## src/verilog/icache_settings.svh

```systemverilog
`ifndef ICACHE_SETTINGS_SVH
`define ICACHE_SETTINGS_SVH

// address and instruction width
`define XLEN 32

// direct-mapped, 8-byte blocks
`define ICACHE_LINES 32

// tag is what is left of XLEN above index and offset
`define ICACHE_TAG_BITS 24

// memory transaction tag, zero means no transaction
`define MEM_TAG_BITS 4

// first fetch address after reset
`define RESET_PC 32'h0000_0000

`endif

```

## src/verilog/mem_pkg.sv

```systemverilog
`include "icache_settings.svh"

package mem_pkg;

    // bus command, store is decoded by memory only
    typedef enum logic [1:0] {
        MEM_NONE  = 2'd0,
        MEM_LOAD  = 2'd1,
        MEM_STORE = 2'd2
    } mem_cmd_e;

    typedef logic [`MEM_TAG_BITS-1:0] mem_tag_t; // 0 = idle

    // one 8-byte block, several views
    typedef union packed {
        logic [63:0]      double;
        logic [1:0][31:0] words;  // words[1] is the upper word
        logic [3:0][15:0] halves;
        logic [7:0][7:0]  bytes;
    } mem_block_t;

endpackage
```

## src/verilog/icache_pkg.sv

```systemverilog
`include "icache_settings.svh"

package icache_pkg;

    import mem_pkg::*;

    localparam int INDEX_BITS  = $clog2(`ICACHE_LINES); // 5 for 32 lines
    localparam int OFFSET_BITS = 3;                     // 8-byte block

    // full address split for the direct-mapped lookup
    typedef struct packed {
        logic [`ICACHE_TAG_BITS-1:0] tag;
        logic [INDEX_BITS-1:0]       index;
        logic [OFFSET_BITS-1:0]      offset;
    } icache_addr_t;

    // one cache line
    typedef struct packed {
        logic [`ICACHE_TAG_BITS-1:0] tag;
        logic                        valid;
        mem_block_t                  data;
    } icache_line_t;

    // register map of the config block
    typedef enum logic [1:0] {
        REG_CTRL       = 2'd0, // bit 0 = enable
        REG_FLUSH      = 2'd1, // any write flushes
        REG_HIT_COUNT  = 2'd2,
        REG_MISS_COUNT = 2'd3
    } cfg_reg_e;

endpackage

```

## src/verilog/icache_cfg_if.sv

```systemverilog
interface icache_cfg_if;

    logic enable;     // level, cache lookups allowed
    logic flush;      // one-cycle pulse
    logic hit_event;  // new line hit
    logic miss_event; // first load for a line

    modport regs (
        output enable,
        output flush,
        input  hit_event,
        input  miss_event
    );

    modport cache (
        input  enable,
        input  flush,
        output hit_event,
        output miss_event
    );

endinterface

```

## src/verilog/mem_bus_if.sv

```systemverilog
`include "icache_settings.svh"

interface mem_bus_if
    import mem_pkg::*;
();

    mem_cmd_e          command;        // none or load from the cache
    logic [`XLEN-1:0]  addr;           // block aligned
    mem_tag_t          response;       // tag handed out for a load
    logic              response_valid;
    mem_block_t        data;           // returned block
    mem_tag_t          data_tag;       // tag of the returned block, 0 = idle

    modport cache (
        output command,
        output addr,
        input  response,
        input  response_valid,
        input  data,
        input  data_tag
    );

    modport memory (
        input  command,
        input  addr,
        output response,
        output response_valid,
        output data,
        output data_tag
    );

endinterface

```

## src/verilog/fetch_top.sv

```systemverilog
`include "icache_settings.svh"

module fetch_top
    import mem_pkg::*;
    import icache_pkg::*;
(
    input  logic             clock,
    input  logic             reset,
    input  logic             stall,
    input  logic             redirect,
    input  logic [`XLEN-1:0] target_pc,
    output logic [`XLEN-1:0] instr,
    output logic [`XLEN-1:0] instr_pc,
    output logic             instr_valid,
    input  logic             reg_write,
    input  cfg_reg_e         reg_addr,
    input  logic [`XLEN-1:0] reg_wdata,
    output logic [`XLEN-1:0] reg_rdata,
    output mem_cmd_e         mem_command,
    output logic [`XLEN-1:0] mem_addr,
    input  mem_tag_t         mem_response,
    input  logic             mem_response_valid,
    input  mem_block_t       mem_data,
    input  mem_tag_t         mem_data_tag
);

    logic [`XLEN-1:0] fetch_addr;
    logic [`XLEN-1:0] fetch_data;
    logic             fetch_valid;

    mem_bus_if    mem_bus ();
    icache_cfg_if cfg_bus ();

    // bus out to the pins
    assign mem_command            = mem_bus.command;
    assign mem_addr               = mem_bus.addr;
    assign mem_bus.response       = mem_response;
    assign mem_bus.response_valid = mem_response_valid;
    assign mem_bus.data           = mem_data;
    assign mem_bus.data_tag       = mem_data_tag;

    fetch_unit fetch (
        .clock       (clock),
        .reset       (reset),
        .stall       (stall),
        .redirect    (redirect),
        .target_pc   (target_pc),
        .fetch_addr  (fetch_addr),
        .fetch_data  (fetch_data),
        .fetch_valid (fetch_valid),
        .instr       (instr),
        .instr_pc    (instr_pc),
        .instr_valid (instr_valid)
    );

    icache cache (
        .clock       (clock),
        .reset       (reset),
        .fetch_addr  (fetch_addr),
        .fetch_data  (fetch_data),
        .fetch_valid (fetch_valid),
        .mem         (mem_bus.cache),
        .cfg         (cfg_bus.cache)
    );

    icache_regs regs (
        .clock     (clock),
        .reset     (reset),
        .reg_write (reg_write),
        .reg_addr  (reg_addr),
        .reg_wdata (reg_wdata),
        .reg_rdata (reg_rdata),
        .cfg       (cfg_bus.regs)
    );

endmodule

```

## src/verilog/fetch_unit.sv

```systemverilog
`include "icache_settings.svh"

module fetch_unit (
    input  logic             clock,
    input  logic             reset,
    input  logic             stall,
    input  logic             redirect,
    input  logic [`XLEN-1:0] target_pc,
    output logic [`XLEN-1:0] fetch_addr,
    input  logic [`XLEN-1:0] fetch_data,
    input  logic             fetch_valid,
    output logic [`XLEN-1:0] instr,
    output logic [`XLEN-1:0] instr_pc,
    output logic             instr_valid
);

    logic [`XLEN-1:0] pc;
    logic             accept;

    assign fetch_addr = pc;
    assign accept     = fetch_valid && !stall && !redirect; // word taken this edge

    // program counter, redirect wins over advance
    always_ff @(posedge clock) begin
        if (reset)
            pc <= `RESET_PC;
        else if (redirect)
            pc <= target_pc;
        else if (accept)
            pc <= pc + `XLEN'd4;
    end

    // one-cycle valid per accepted word
    always_ff @(posedge clock) begin
        if (reset)
            instr_valid <= 1'b0;
        else
            instr_valid <= accept; // drops under stall or redirect
    end

    // payload holds when nothing is accepted
    always_ff @(posedge clock) begin
        if (accept) begin
            instr    <= fetch_data;
            instr_pc <= pc;
        end
    end

endmodule

```

## src/verilog/icache.sv

```systemverilog
`include "icache_settings.svh"

module icache
    import mem_pkg::*;
    import icache_pkg::*;
(
    input  logic             clock,
    input  logic             reset,
    input  logic [`XLEN-1:0] fetch_addr,
    output logic [`XLEN-1:0] fetch_data,
    output logic             fetch_valid,
    mem_bus_if.cache         mem,
    icache_cfg_if.cache      cfg
);

    icache_line_t lines [`ICACHE_LINES];

    icache_addr_t      addr_f;            // fetch address split
    icache_line_t      line;              // selected line
    logic [`XLEN-4:0]  last_block;        // block seen last cycle
    logic              last_seen;         // last_block holds something
    mem_tag_t          wait_tag;          // tag of the pending block
    logic              miss_outstanding;  // load still being requested
    logic              load_issued;       // miss already counted
    logic              changed_addr;
    logic              lookup_hit;
    logic              tag_arrived;
    logic              bypass;
    logic              fill;
    logic              send_load;
    logic              unanswered_miss;

    assign addr_f = fetch_addr;
    assign line   = lines[addr_f.index];

    // only the block matters, word moves inside a block are not a change
    assign changed_addr = !last_seen || (fetch_addr[`XLEN-1:3] != last_block);

    assign lookup_hit  = cfg.enable && line.valid && (line.tag == addr_f.tag);
    assign tag_arrived = !changed_addr && (wait_tag != '0) && (mem.data_tag == wait_tag);
    assign bypass      = !cfg.enable && tag_arrived; // pass through, no write
    assign fill        = cfg.enable && tag_arrived;

    assign fetch_valid = lookup_hit || bypass;
    assign fetch_data  = bypass ? mem.data.words[addr_f.offset[2]]
                                : line.data.words[addr_f.offset[2]];

    assign send_load   = miss_outstanding && !changed_addr;
    assign mem.command = send_load ? MEM_LOAD : MEM_NONE;
    assign mem.addr    = {fetch_addr[`XLEN-1:3], 3'b000};

    // new block: miss if not present
    // requesting: keep on until a tag comes back
    // same block, nothing pending and no hit (flushed or bypassed): ask again
    always_comb begin
        if (changed_addr)
            unanswered_miss = !lookup_hit;
        else if (miss_outstanding)
            unanswered_miss = !mem.response_valid || (mem.response == '0);
        else
            unanswered_miss = !lookup_hit && (wait_tag == '0);
    end

    assign cfg.hit_event  = changed_addr && lookup_hit;
    assign cfg.miss_event = send_load && !load_issued;

    always_ff @(posedge clock) begin
        if (reset) begin
            for (int i = 0; i < `ICACHE_LINES; i++) begin
                lines[i].valid <= 1'b0;
            end
            miss_outstanding <= 1'b0;
            load_issued      <= 1'b0;
            last_seen        <= 1'b0;
            last_block       <= '0;
            wait_tag         <= '0;
        end else begin
            miss_outstanding <= unanswered_miss;
            last_seen        <= 1'b1;
            last_block       <= fetch_addr[`XLEN-1:3];

            if (changed_addr || cfg.flush)
                load_issued <= 1'b0;
            else if (send_load)
                load_issued <= 1'b1;

            if (changed_addr)
                wait_tag <= '0; // late data for the old block is dropped
            else if (miss_outstanding)
                wait_tag <= mem.response_valid ? mem.response : '0;
            else if (tag_arrived)
                wait_tag <= '0; // block delivered

            if (cfg.flush) begin
                for (int i = 0; i < `ICACHE_LINES; i++) begin
                    lines[i].valid <= 1'b0;
                end
            end

            // fill after flush so the block just returned survives
            if (fill) begin
                lines[addr_f.index].tag   <= addr_f.tag;
                lines[addr_f.index].valid <= 1'b1;
                lines[addr_f.index].data  <= mem.data;
            end
        end
    end

endmodule

```

## src/verilog/icache_regs.sv

```systemverilog
`include "icache_settings.svh"

module icache_regs
    import icache_pkg::*;
(
    input  logic             clock,
    input  logic             reset,
    input  logic             reg_write,
    input  cfg_reg_e         reg_addr,
    input  logic [`XLEN-1:0] reg_wdata,
    output logic [`XLEN-1:0] reg_rdata,
    icache_cfg_if.regs       cfg
);

    logic             enable;
    logic             flush;
    logic [`XLEN-1:0] hit_count;
    logic [`XLEN-1:0] miss_count;

    assign cfg.enable = enable;
    assign cfg.flush  = flush;

    always_ff @(posedge clock) begin
        if (reset) begin
            enable     <= 1'b1; // cache on out of reset
            flush      <= 1'b0;
            hit_count  <= '0;
            miss_count <= '0;
        end else begin
            flush <= reg_write && (reg_addr == REG_FLUSH); // one cycle only

            if (reg_write && (reg_addr == REG_CTRL))
                enable <= reg_wdata[0];

            // write clears, otherwise count and stick at all ones
            if (reg_write && (reg_addr == REG_HIT_COUNT))
                hit_count <= '0;
            else if (cfg.hit_event && (hit_count != '1))
                hit_count <= hit_count + 1'b1;

            if (reg_write && (reg_addr == REG_MISS_COUNT))
                miss_count <= '0;
            else if (cfg.miss_event && (miss_count != '1))
                miss_count <= miss_count + 1'b1;
        end
    end

    always_comb begin
        case (reg_addr)
            REG_CTRL:       reg_rdata = {{(`XLEN-1){1'b0}}, enable};
            REG_FLUSH:      reg_rdata = '0; // write-only command
            REG_HIT_COUNT:  reg_rdata = hit_count;
            REG_MISS_COUNT: reg_rdata = miss_count;
            default:        reg_rdata = '0;
        endcase
    end

endmodule

```

## config.mk

```make
export PLATFORM = sky130hd
export DESIGN_NAME = fetch_top
export DESIGN_NICKNAME = d
export VERILOG_FILES = /design/src/verilog/mem_pkg.sv /design/src/verilog/icache_pkg.sv /design/src/verilog/icache_cfg_if.sv /design/src/verilog/mem_bus_if.sv /design/src/verilog/fetch_top.sv /design/src/verilog/fetch_unit.sv /design/src/verilog/icache.sv /design/src/verilog/icache_regs.sv
export VERILOG_INCLUDE_DIRS = /design/src /design/src/verilog
export SDC_FILE = /design/constraint.sdc
export NUM_CORES = 2
export LEC_CHECK = 0
export BUFFER_PORTS_ARGS = -buffer_cell sky130_fd_sc_hd__buf_4
export CORE_ASPECT_RATIO = 0.6
export CORE_MARGIN = 2
export CORE_UTILIZATION = 55
export DETAILED_ROUTE_END_ITERATION = 8
export PLACE_DENSITY = 0.71
export SYNTH_ARGS = -nofsm -noshare
export SYNTH_HDL_FRONTEND = slang
export SYNTH_HIERARCHICAL = 1
export SYNTH_SLANG_ARGS = --single-unit
```

## constraint.sdc

```tcl
create_clock -name clock -period 10.5 [get_ports clock]
set_clock_uncertainty 0.1 [all_clocks]
set_input_delay 2.1 -clock clock [delete_from_list [all_inputs] [get_ports clock]]
set_output_delay 2.1 -clock clock [all_outputs]
set_load 0.05 [all_outputs]
```

* After elaboration in Yosys (flattened, before gate mapping)
Memories as Yosys holds them, arrays and structs flattened. A register that Yosys moved wholly into a read port is not among the register bits.
Index checks and enable logic that the tools add are counted.
** Storage, ports and cells
- Register bits after elaboration :: 199
- Bits in writable memories :: 2848
- Input bits :: 144
- Output and inout port bits :: 131
- Word-level logic and storage cells :: 155
- Memories :: 1
** Operators by class
- $add $sub $neg :: 3
- Order comparisons :: 1
- Eq/ne operators :: 8
- Multiplexer cells :: 57
- Bitwise operators :: 32
- Reductions and logical operators :: 40
** Memory list
- cache.lines :: depth 32, bits a word 89, read ports 1, clocked after memory_dff 1, write ports 33, RTL line icache.sv:16 : icache_line_t lines [`ICACHE_LINES];
** Operators with widths (number)
- $mux 32 :: 7
- $pmux 32 s4 :: 1
- $add 32x1->32 const B :: 2
- $ne 32x32->1 const B :: 2
- $mux 1 :: 44
- $add 32x3->32 const B :: 1
- $or 1x1->1 :: 32
- $ne 29x29->1 :: 1
- $eq 24x24->1 :: 1
- $logic_and 1x1->1 :: 18
- $mux 4 :: 3
- $mux 5 :: 2
- $logic_not 1->1 :: 8
- $logic_not 4->1 :: 2
- $reduce_or 2->1 :: 4
- $eq 2x2->1 const B :: 2
- $eq 4x4->1 :: 1
- $logic_or 1x1->1 :: 4
- $reduce_bool 2->1 :: 2
- $reduce_bool 4->1 :: 1
- $eq 2x1->1 const B :: 1
- $logic_not 2->1 :: 1
- $lt 1x2->1 const B :: 1

* Depth between registers and ports, before layout
- Depth after elaboration :: 13
- Depth in mapped cells :: 20
- Depth with buffers taken out :: 14

* Modules after synthesis
The synthesis kept the hierarchy.
** Modules (own cells, without submodules)
- icache :: instances 1, cells an instance 5126, area each 111190.4 µm², seq. area each 85922.4 µm²
- fetch_unit :: instances 1, cells an instance 299, area each 3918.8 µm², seq. area each 2582.5 µm²
- icache_regs :: instances 1, cells an instance 473, area each 3883.7 µm², seq. area each 1321.3 µm²

* Worst setup path after synthesis
No wires, ideal clock.
- Path kind :: input port to flip-flop
- Start :: input mem_data_tag[0]
- End :: memory cache/lines[22][0] (netlist bit) (enable)
- Library setup time :: 536 ps
- Arrival time :: 6813 ps
- Data required time :: 9864 ps
- Path slack :: 3052 ps
- Cell stages on the path :: 8
- Path buffers :: 1
- Path through :: xnor2_1 nand4_1 nor2_1 nand2_1 nor3_1 nand2_1 buf_2 nor2_1
** RTL lines
- start: declaration :: RTL line fetch_top.sv:24 : input mem_tag_t mem_data_tag
- end: declaration :: RTL line icache.sv:16

* Worst setup path after layout
- Start :: register fetch.pc[3], in the netlist fetch/fetch_addr[3]
- End :: register fetch.instr[5] (enable)
** On the way
- Longest elaborated chain between the ends :: 9
** Ends and longest elaborated chain
- start: declaration :: RTL line fetch_unit.sv:17 : logic [`XLEN-1:0] pc;
- start signal: assignment :: RTL line fetch_unit.sv:26 : pc <= `RESET_PC;
- start signal: assignment :: RTL line fetch_unit.sv:28 : pc <= target_pc;
- start signal: assignment :: RTL line fetch_unit.sv:30 : pc <= pc + `XLEN'd4;
- $ne 29x29->1 :: RTL line icache.sv:37 : assign changed_addr = !last_seen || (fetch_addr[`XLEN-1:3] != last_block);
- $logic_or 1x1->1 :: RTL line icache.sv:37
- $logic_not 1->1 :: RTL line icache.sv:40 : assign tag_arrived = !changed_addr && (wait_tag != '0) && (mem.data_tag == wait_tag);
- $logic_and 1x1->1 (2 in a row) :: RTL line icache.sv:40
- $logic_and 1x1->1 :: RTL line icache.sv:41 : assign bypass = !cfg.enable && tag_arrived;
- $logic_or 1x1->1 :: RTL line icache.sv:44 : assign fetch_valid = lookup_hit || bypass;
- net fetch_valid :: RTL line fetch_top.sv:29 : logic fetch_valid;
- $logic_and 1x1->1 (2 in a row) :: RTL line fetch_unit.sv:21 : assign accept = fetch_valid && !stall && !redirect;
- net fetch.accept :: RTL line fetch_unit.sv:18 : logic accept;
- end signal: assignment :: RTL line fetch_unit.sv:44 : instr <= fetch_data;
- end: declaration :: RTL line fetch_unit.sv:12 : output logic [`XLEN-1:0] instr,
The timed path passes the listed nets, and every way through them passes these cells.
A chain may end at the register's enable or synchronous reset.

==> flow_metrics.env <==
export IMPL_htreeDepth=5
export IMPL_initialDrtViolationCount=11300
export IMPL_number_of_synthesized_flops_with_an_enable_pin=2880
export IMPL_setup_viol=0
export IMPL_syn_avg_cell_area_sq_um=20.2
export IMPL_synth_compound_area_share_pct=3.34
export IMPL_clock_tree_buffer_depth=4
export IMPL_syn_cell_area_sq_um=119000
export IMPL_grt_pass1_wl_um=443000
export IMPL_worstRegToRegCells=13
export IMPL_timing_critical_path_slowest_cell_delay_ns=0.89
export IMPL_share_of_flip_flops_with_an_asynchronous_set_or_reset_pct=0
export IMPL_io_buffer_count=239
export IMPL_coreArea_sq_um=215000
export IMPL_switch_share_pct=21.3
export IMPL_worstMarginPinSlew_ns=1.38
export IMPL_worstSetupPathDepth=13
export IMPL_worst_skew_pair_late_latency_ns=0.87
export IMPL_worst_setup_path_start_kind="flip-flop"
export IMPL_grt_start_max_net_pins=142
export IMPL_fillers=14700
export IMPL_num_vias=62200
export IMPL_crit_chain="buf_4 > nand4bb_4 > o22ai_1 > nor4_1 > nand2_1 > xor2_1 > nor4_1 > nand4_1 > nor3_1 > or2_1 > nand2b_1 > nor2_4 > buf_4"
export IMPL_dp_slack_ns=2.81
export IMPL_post_synth_and_or_nand_nor_area_fraction_pct=3.22
export IMPL_slew_limit_headroom_pct=7.79
export IMPL_min_path_type="flip-flop to flip-flop"
export IMPL_power_leakage_nw=41.1
export IMPL_run_status="completed"
export IMPL_layout_cell_area_non_filler_sq_um=133000
export IMPL_netlist_instances=5898
export IMPL_drive_gt1_share_pct=23.5
export IMPL_switching_power_w=0.00532
export IMPL_floorplan_initialDensity_pct=55.3
export IMPL_via_per_inst=6.68
export IMPL_netlist_area_leader_share_pct=72.7
export IMPL_share_comb_of_total_power_pct=5.7
export IMPL_place_hpwl_um=163000
export IMPL_seqCellArea_sq_um=89800
export IMPL_worst_path_max_delay_cell="nor2_4"
export IMPL_routabilityCongestion=0.831
export IMPL_ctsHoldBuffers=0
export IMPL_powerDensity_nw_per_um2=188
export IMPL_cts_repair_timing_setup_buffer_count=0
export IMPL_clockPowerShare_pct=40.9
export IMPL_path_max_fanout=40
export IMPL_die_x_extent_um=604
export IMPL_timing_final_max_slew_violations=0
export IMPL_drt_total_wl_um=313000
export IMPL_synth_top_family_by_area="multiplexers"
export IMPL_synth_sequential_area_ratio_pct=75.5
export IMPL_die_y_um=364
export IMPL_drt_pre_antenna_iters=8
export IMPL_cp_end_kind="flip-flop"
export IMPL_timing_critical_path_required_ns=10.87
export IMPL_cp_top_family="simple AND/OR/NAND/NOR gates"
export IMPL_row_count=132
export IMPL_crit_buf_inv=2
export IMPL_path_clk_slew_ns=0.07
export IMPL_yosys_top_cells_area="edfxtp_1 (73%), mux4_2 (11%), mux2i_1 (3.6%), dfxtp_1 (2.8%), o22ai_1 (0.93%)"
export IMPL_route_detailed_wl_per_inst_um=33.6
export IMPL_number_of_antenna_violations_at_the_first_check_in_global_routing=21
export IMPL_hold_depth=0
export IMPL_crit_type="flip-flop to flip-flop"
export IMPL_total_area_of_multi_input_combinational_cells_sq_um=27300
export IMPL_fp_dieArea_sq_um=220000
export IMPL_post_synth_mux_area_share_pct=15.5
export IMPL_max_cap_violations=0
export IMPL_yosys_warnings=6
export IMPL_grt_overflow_total=0
export IMPL_placement_cell_area_sq_um=124000
export IMPL_layout_setup_ws_ns=2.65
export IMPL_synthDistinctLibCells=91
export IMPL_num_cts_buffers=276
export IMPL_peakVddDrop_uv=182
export IMPL_seq_power_share_pct=53.5
export IMPL_synth_seq_cells=3047
export IMPL_p_int_w=0.0196
export IMPL_ioPinCount=275
export IMPL_fin_crit_ns=7.85
export IMPL_synthAdderAreaFrac_pct=0.0315
export IMPL_synth_area_leader_cell="edfxtp_1"
export IMPL_period_share_pct=74.7
export IMPL_grtUsageTotal_pct=28.3
export IMPL_synth_main_ff_cell="edfxtp_1"
export IMPL_data_arrival_time_at_the_worst_slack_endpoint_ns=8.22
export IMPL_grt_setup_unrepaired="false"
export IMPL_route_antenna_remaining_nets=0
export IMPL_hold_viol_final=0
export IMPL_maxClockFrequency_ghz=0.127
export IMPL_final_setup_tns_ns=0
export IMPL_cts_root_buf="clkbuf_16"
export IMPL_final_net_count=6357
export IMPL_layout_area_overhead_vs_synth_pct=11.7
export IMPL_ctsResizeCount=0
export IMPL_first_global_vias=60100
export IMPL_tritoncts="done"
export IMPL_synthXorXnorAreaFrac_pct=0.639
export IMPL_tritoncts_num_sinks=3047
export IMPL_post_route_drc_count=0
## metal layers
metal	part of all wire (%)	track usage, %	vias up
met2	44	41.2	3946
met1	42	44.5	32600
li1	-	-	25100
met4	2.4	6.36	4
met3	12	5.83	502
met5	0.0054	0	-
## sequential cells by signal, indices dropped and copies added, names as in the netlist
| name | count |
|---|---|
| cache/last_block | 29 |
| cache/last_seen | 1 |
| cache/lines | 2848 |
| cache/load_issued | 1 |
| cache/miss_outstanding | 1 |
| cache/wait_tag | 4 |
| fetch/fetch_addr | 32 |
| fetch/instr | 32 |
| fetch/instr_pc | 32 |
| fetch/instr_valid | 1 |
| regs/cfg.enable | 1 |
| regs/cfg.flush | 1 |
| regs/hit_count | 32 |
| regs/miss_count | 32 |
## kinds of logic (layout without fill, tap and decap cells)
group,Yosys count,count (layout)
other cells,1,10
simple gates,702,702
xor+xnor,86,86
compound gates,588,588
flops,3047,3047
mux,1086,1086
fa+ha+maj,3,3
buf+inv,385,897
## per-stage QoR
step | power, W | hold slack, ns | std cells | utilization [%]
after floorplan | 0.0145 | 0.308 | 5901 | -
after global placement | 0.0150 | 0.313 | 8813 | 57.6
after detailed placement | 0.0150 | 0.325 | 8813 | 57.6
after CTS | 0.0250 | 0.338 | 9294 | 61.7
after global routing | 0.0255 | 0.344 | 9295 | 61.7
final | 0.0249 | 0.329 | 9300 | 61.7
## cell type report
class / instances / share of cell area (%)
diodes: 6 / 0.0113
clock buffers: 345 / 5.62
clock inverters: 136 / 1.06
inverters: 17 / 0.0480
multi-input cells: 2469 / 20.6
flip-flops and latches: 3047 / 67.6
well taps: 2881 / 2.71
repair buffers: 399 / 2.39
## worst paths after layout
check	startpoint	to	slack (ns)
hold reg to reg	fetch/fetch_addr[0]	fetch/instr_pc[0]	0.33
hold / removal	fetch/fetch_addr[0]	fetch/instr_pc[0]	0.33
setup reg to reg	fetch/fetch_addr[3]	fetch/instr[5]	2.65
setup / recovery	fetch/fetch_addr[3]	fetch/instr[5]	2.65
## synth_stat cells (all sizes together), types with 21 or more instances
| master | instances |
|---|---|
| nor3 | 21 |
| edfxtp | 2880 |
| a221o | 33 |
| nor2 | 134 |
| nor4 | 62 |
| nand2 | 172 |
| nand4 | 49 |
| or4 | 24 |
| mux4 | 592 |
| xnor2 | 48 |
| or3 | 28 |
| o211ai | 33 |
| a22oi | 66 |
| mux2 | 64 |
| dfxtp | 167 |
| o22ai | 177 |
| clkbuf | 130 |
| o31ai | 22 |
| xor2 | 38 |
| mux2i | 430 |
| buf | 238 |
| o21ai | 73 |
| nand3 | 47 |
| nor2b | 70 |
| a21oi | 72 |
| a211oi | 37 |
## power by group through the flow
| stage | Combinational [W] | Clock (W) | Sequential, W |
|---|---|---|---|
| global route | 0.00149 | 0.0107 | 0.0133 |
| detailed placement | 0.00140 | 0 | 0.0136 |
| CTS | 0.00140 | 0.0102 | 0.0133 |
| global placement | 0.00137 | 0 | 0.0136 |
| floorplan | 0.000879 | 0 | 0.0136 |
| finish | 0.00141 | 0.0102 | 0.0133 |
## worst reg2reg max path, cell delays in order (launching register included)
cell	delay, ns
dfxtp_4	0.80
buf_4	0.85
nand4bb_4	0.72
o22ai_1	0.17
nor4_1	0.32
nand2_1	0.20
xor2_1	0.20
nor4_1	0.57
nand4_1	0.64
nor3_1	0.79
or2_1	0.30
nand2b_1	0.33
nor2_4	0.89
buf_4	0.54
## layout by cell type, fill, tap and decap left out, types with 28 or more instances in the layout
master and n:
a211oi_1 37, a21oi_1 72, a221o_1 33, a22oi_1 66, buf_4 385, bufinv_16 29
clkbuf_1 50, clkbuf_16 288, clkinv_1 51, clkinv_2 39, dfxtp_1 161, edfxtp_1 2880
mux2_2 64, mux2i_1 430, mux4_2 583, nand2_1 171, nand3_1 46, nand4_1 46
nor2_1 98, nor2_4 35, nor2b_1 68, nor4_1 60, o211ai_1 33, o21ai_0 67
o22ai_1 177, or3_1 28, xnor2_1 47, xor2_1 38
Note: power is estimated with default switching activity, not from simulation.
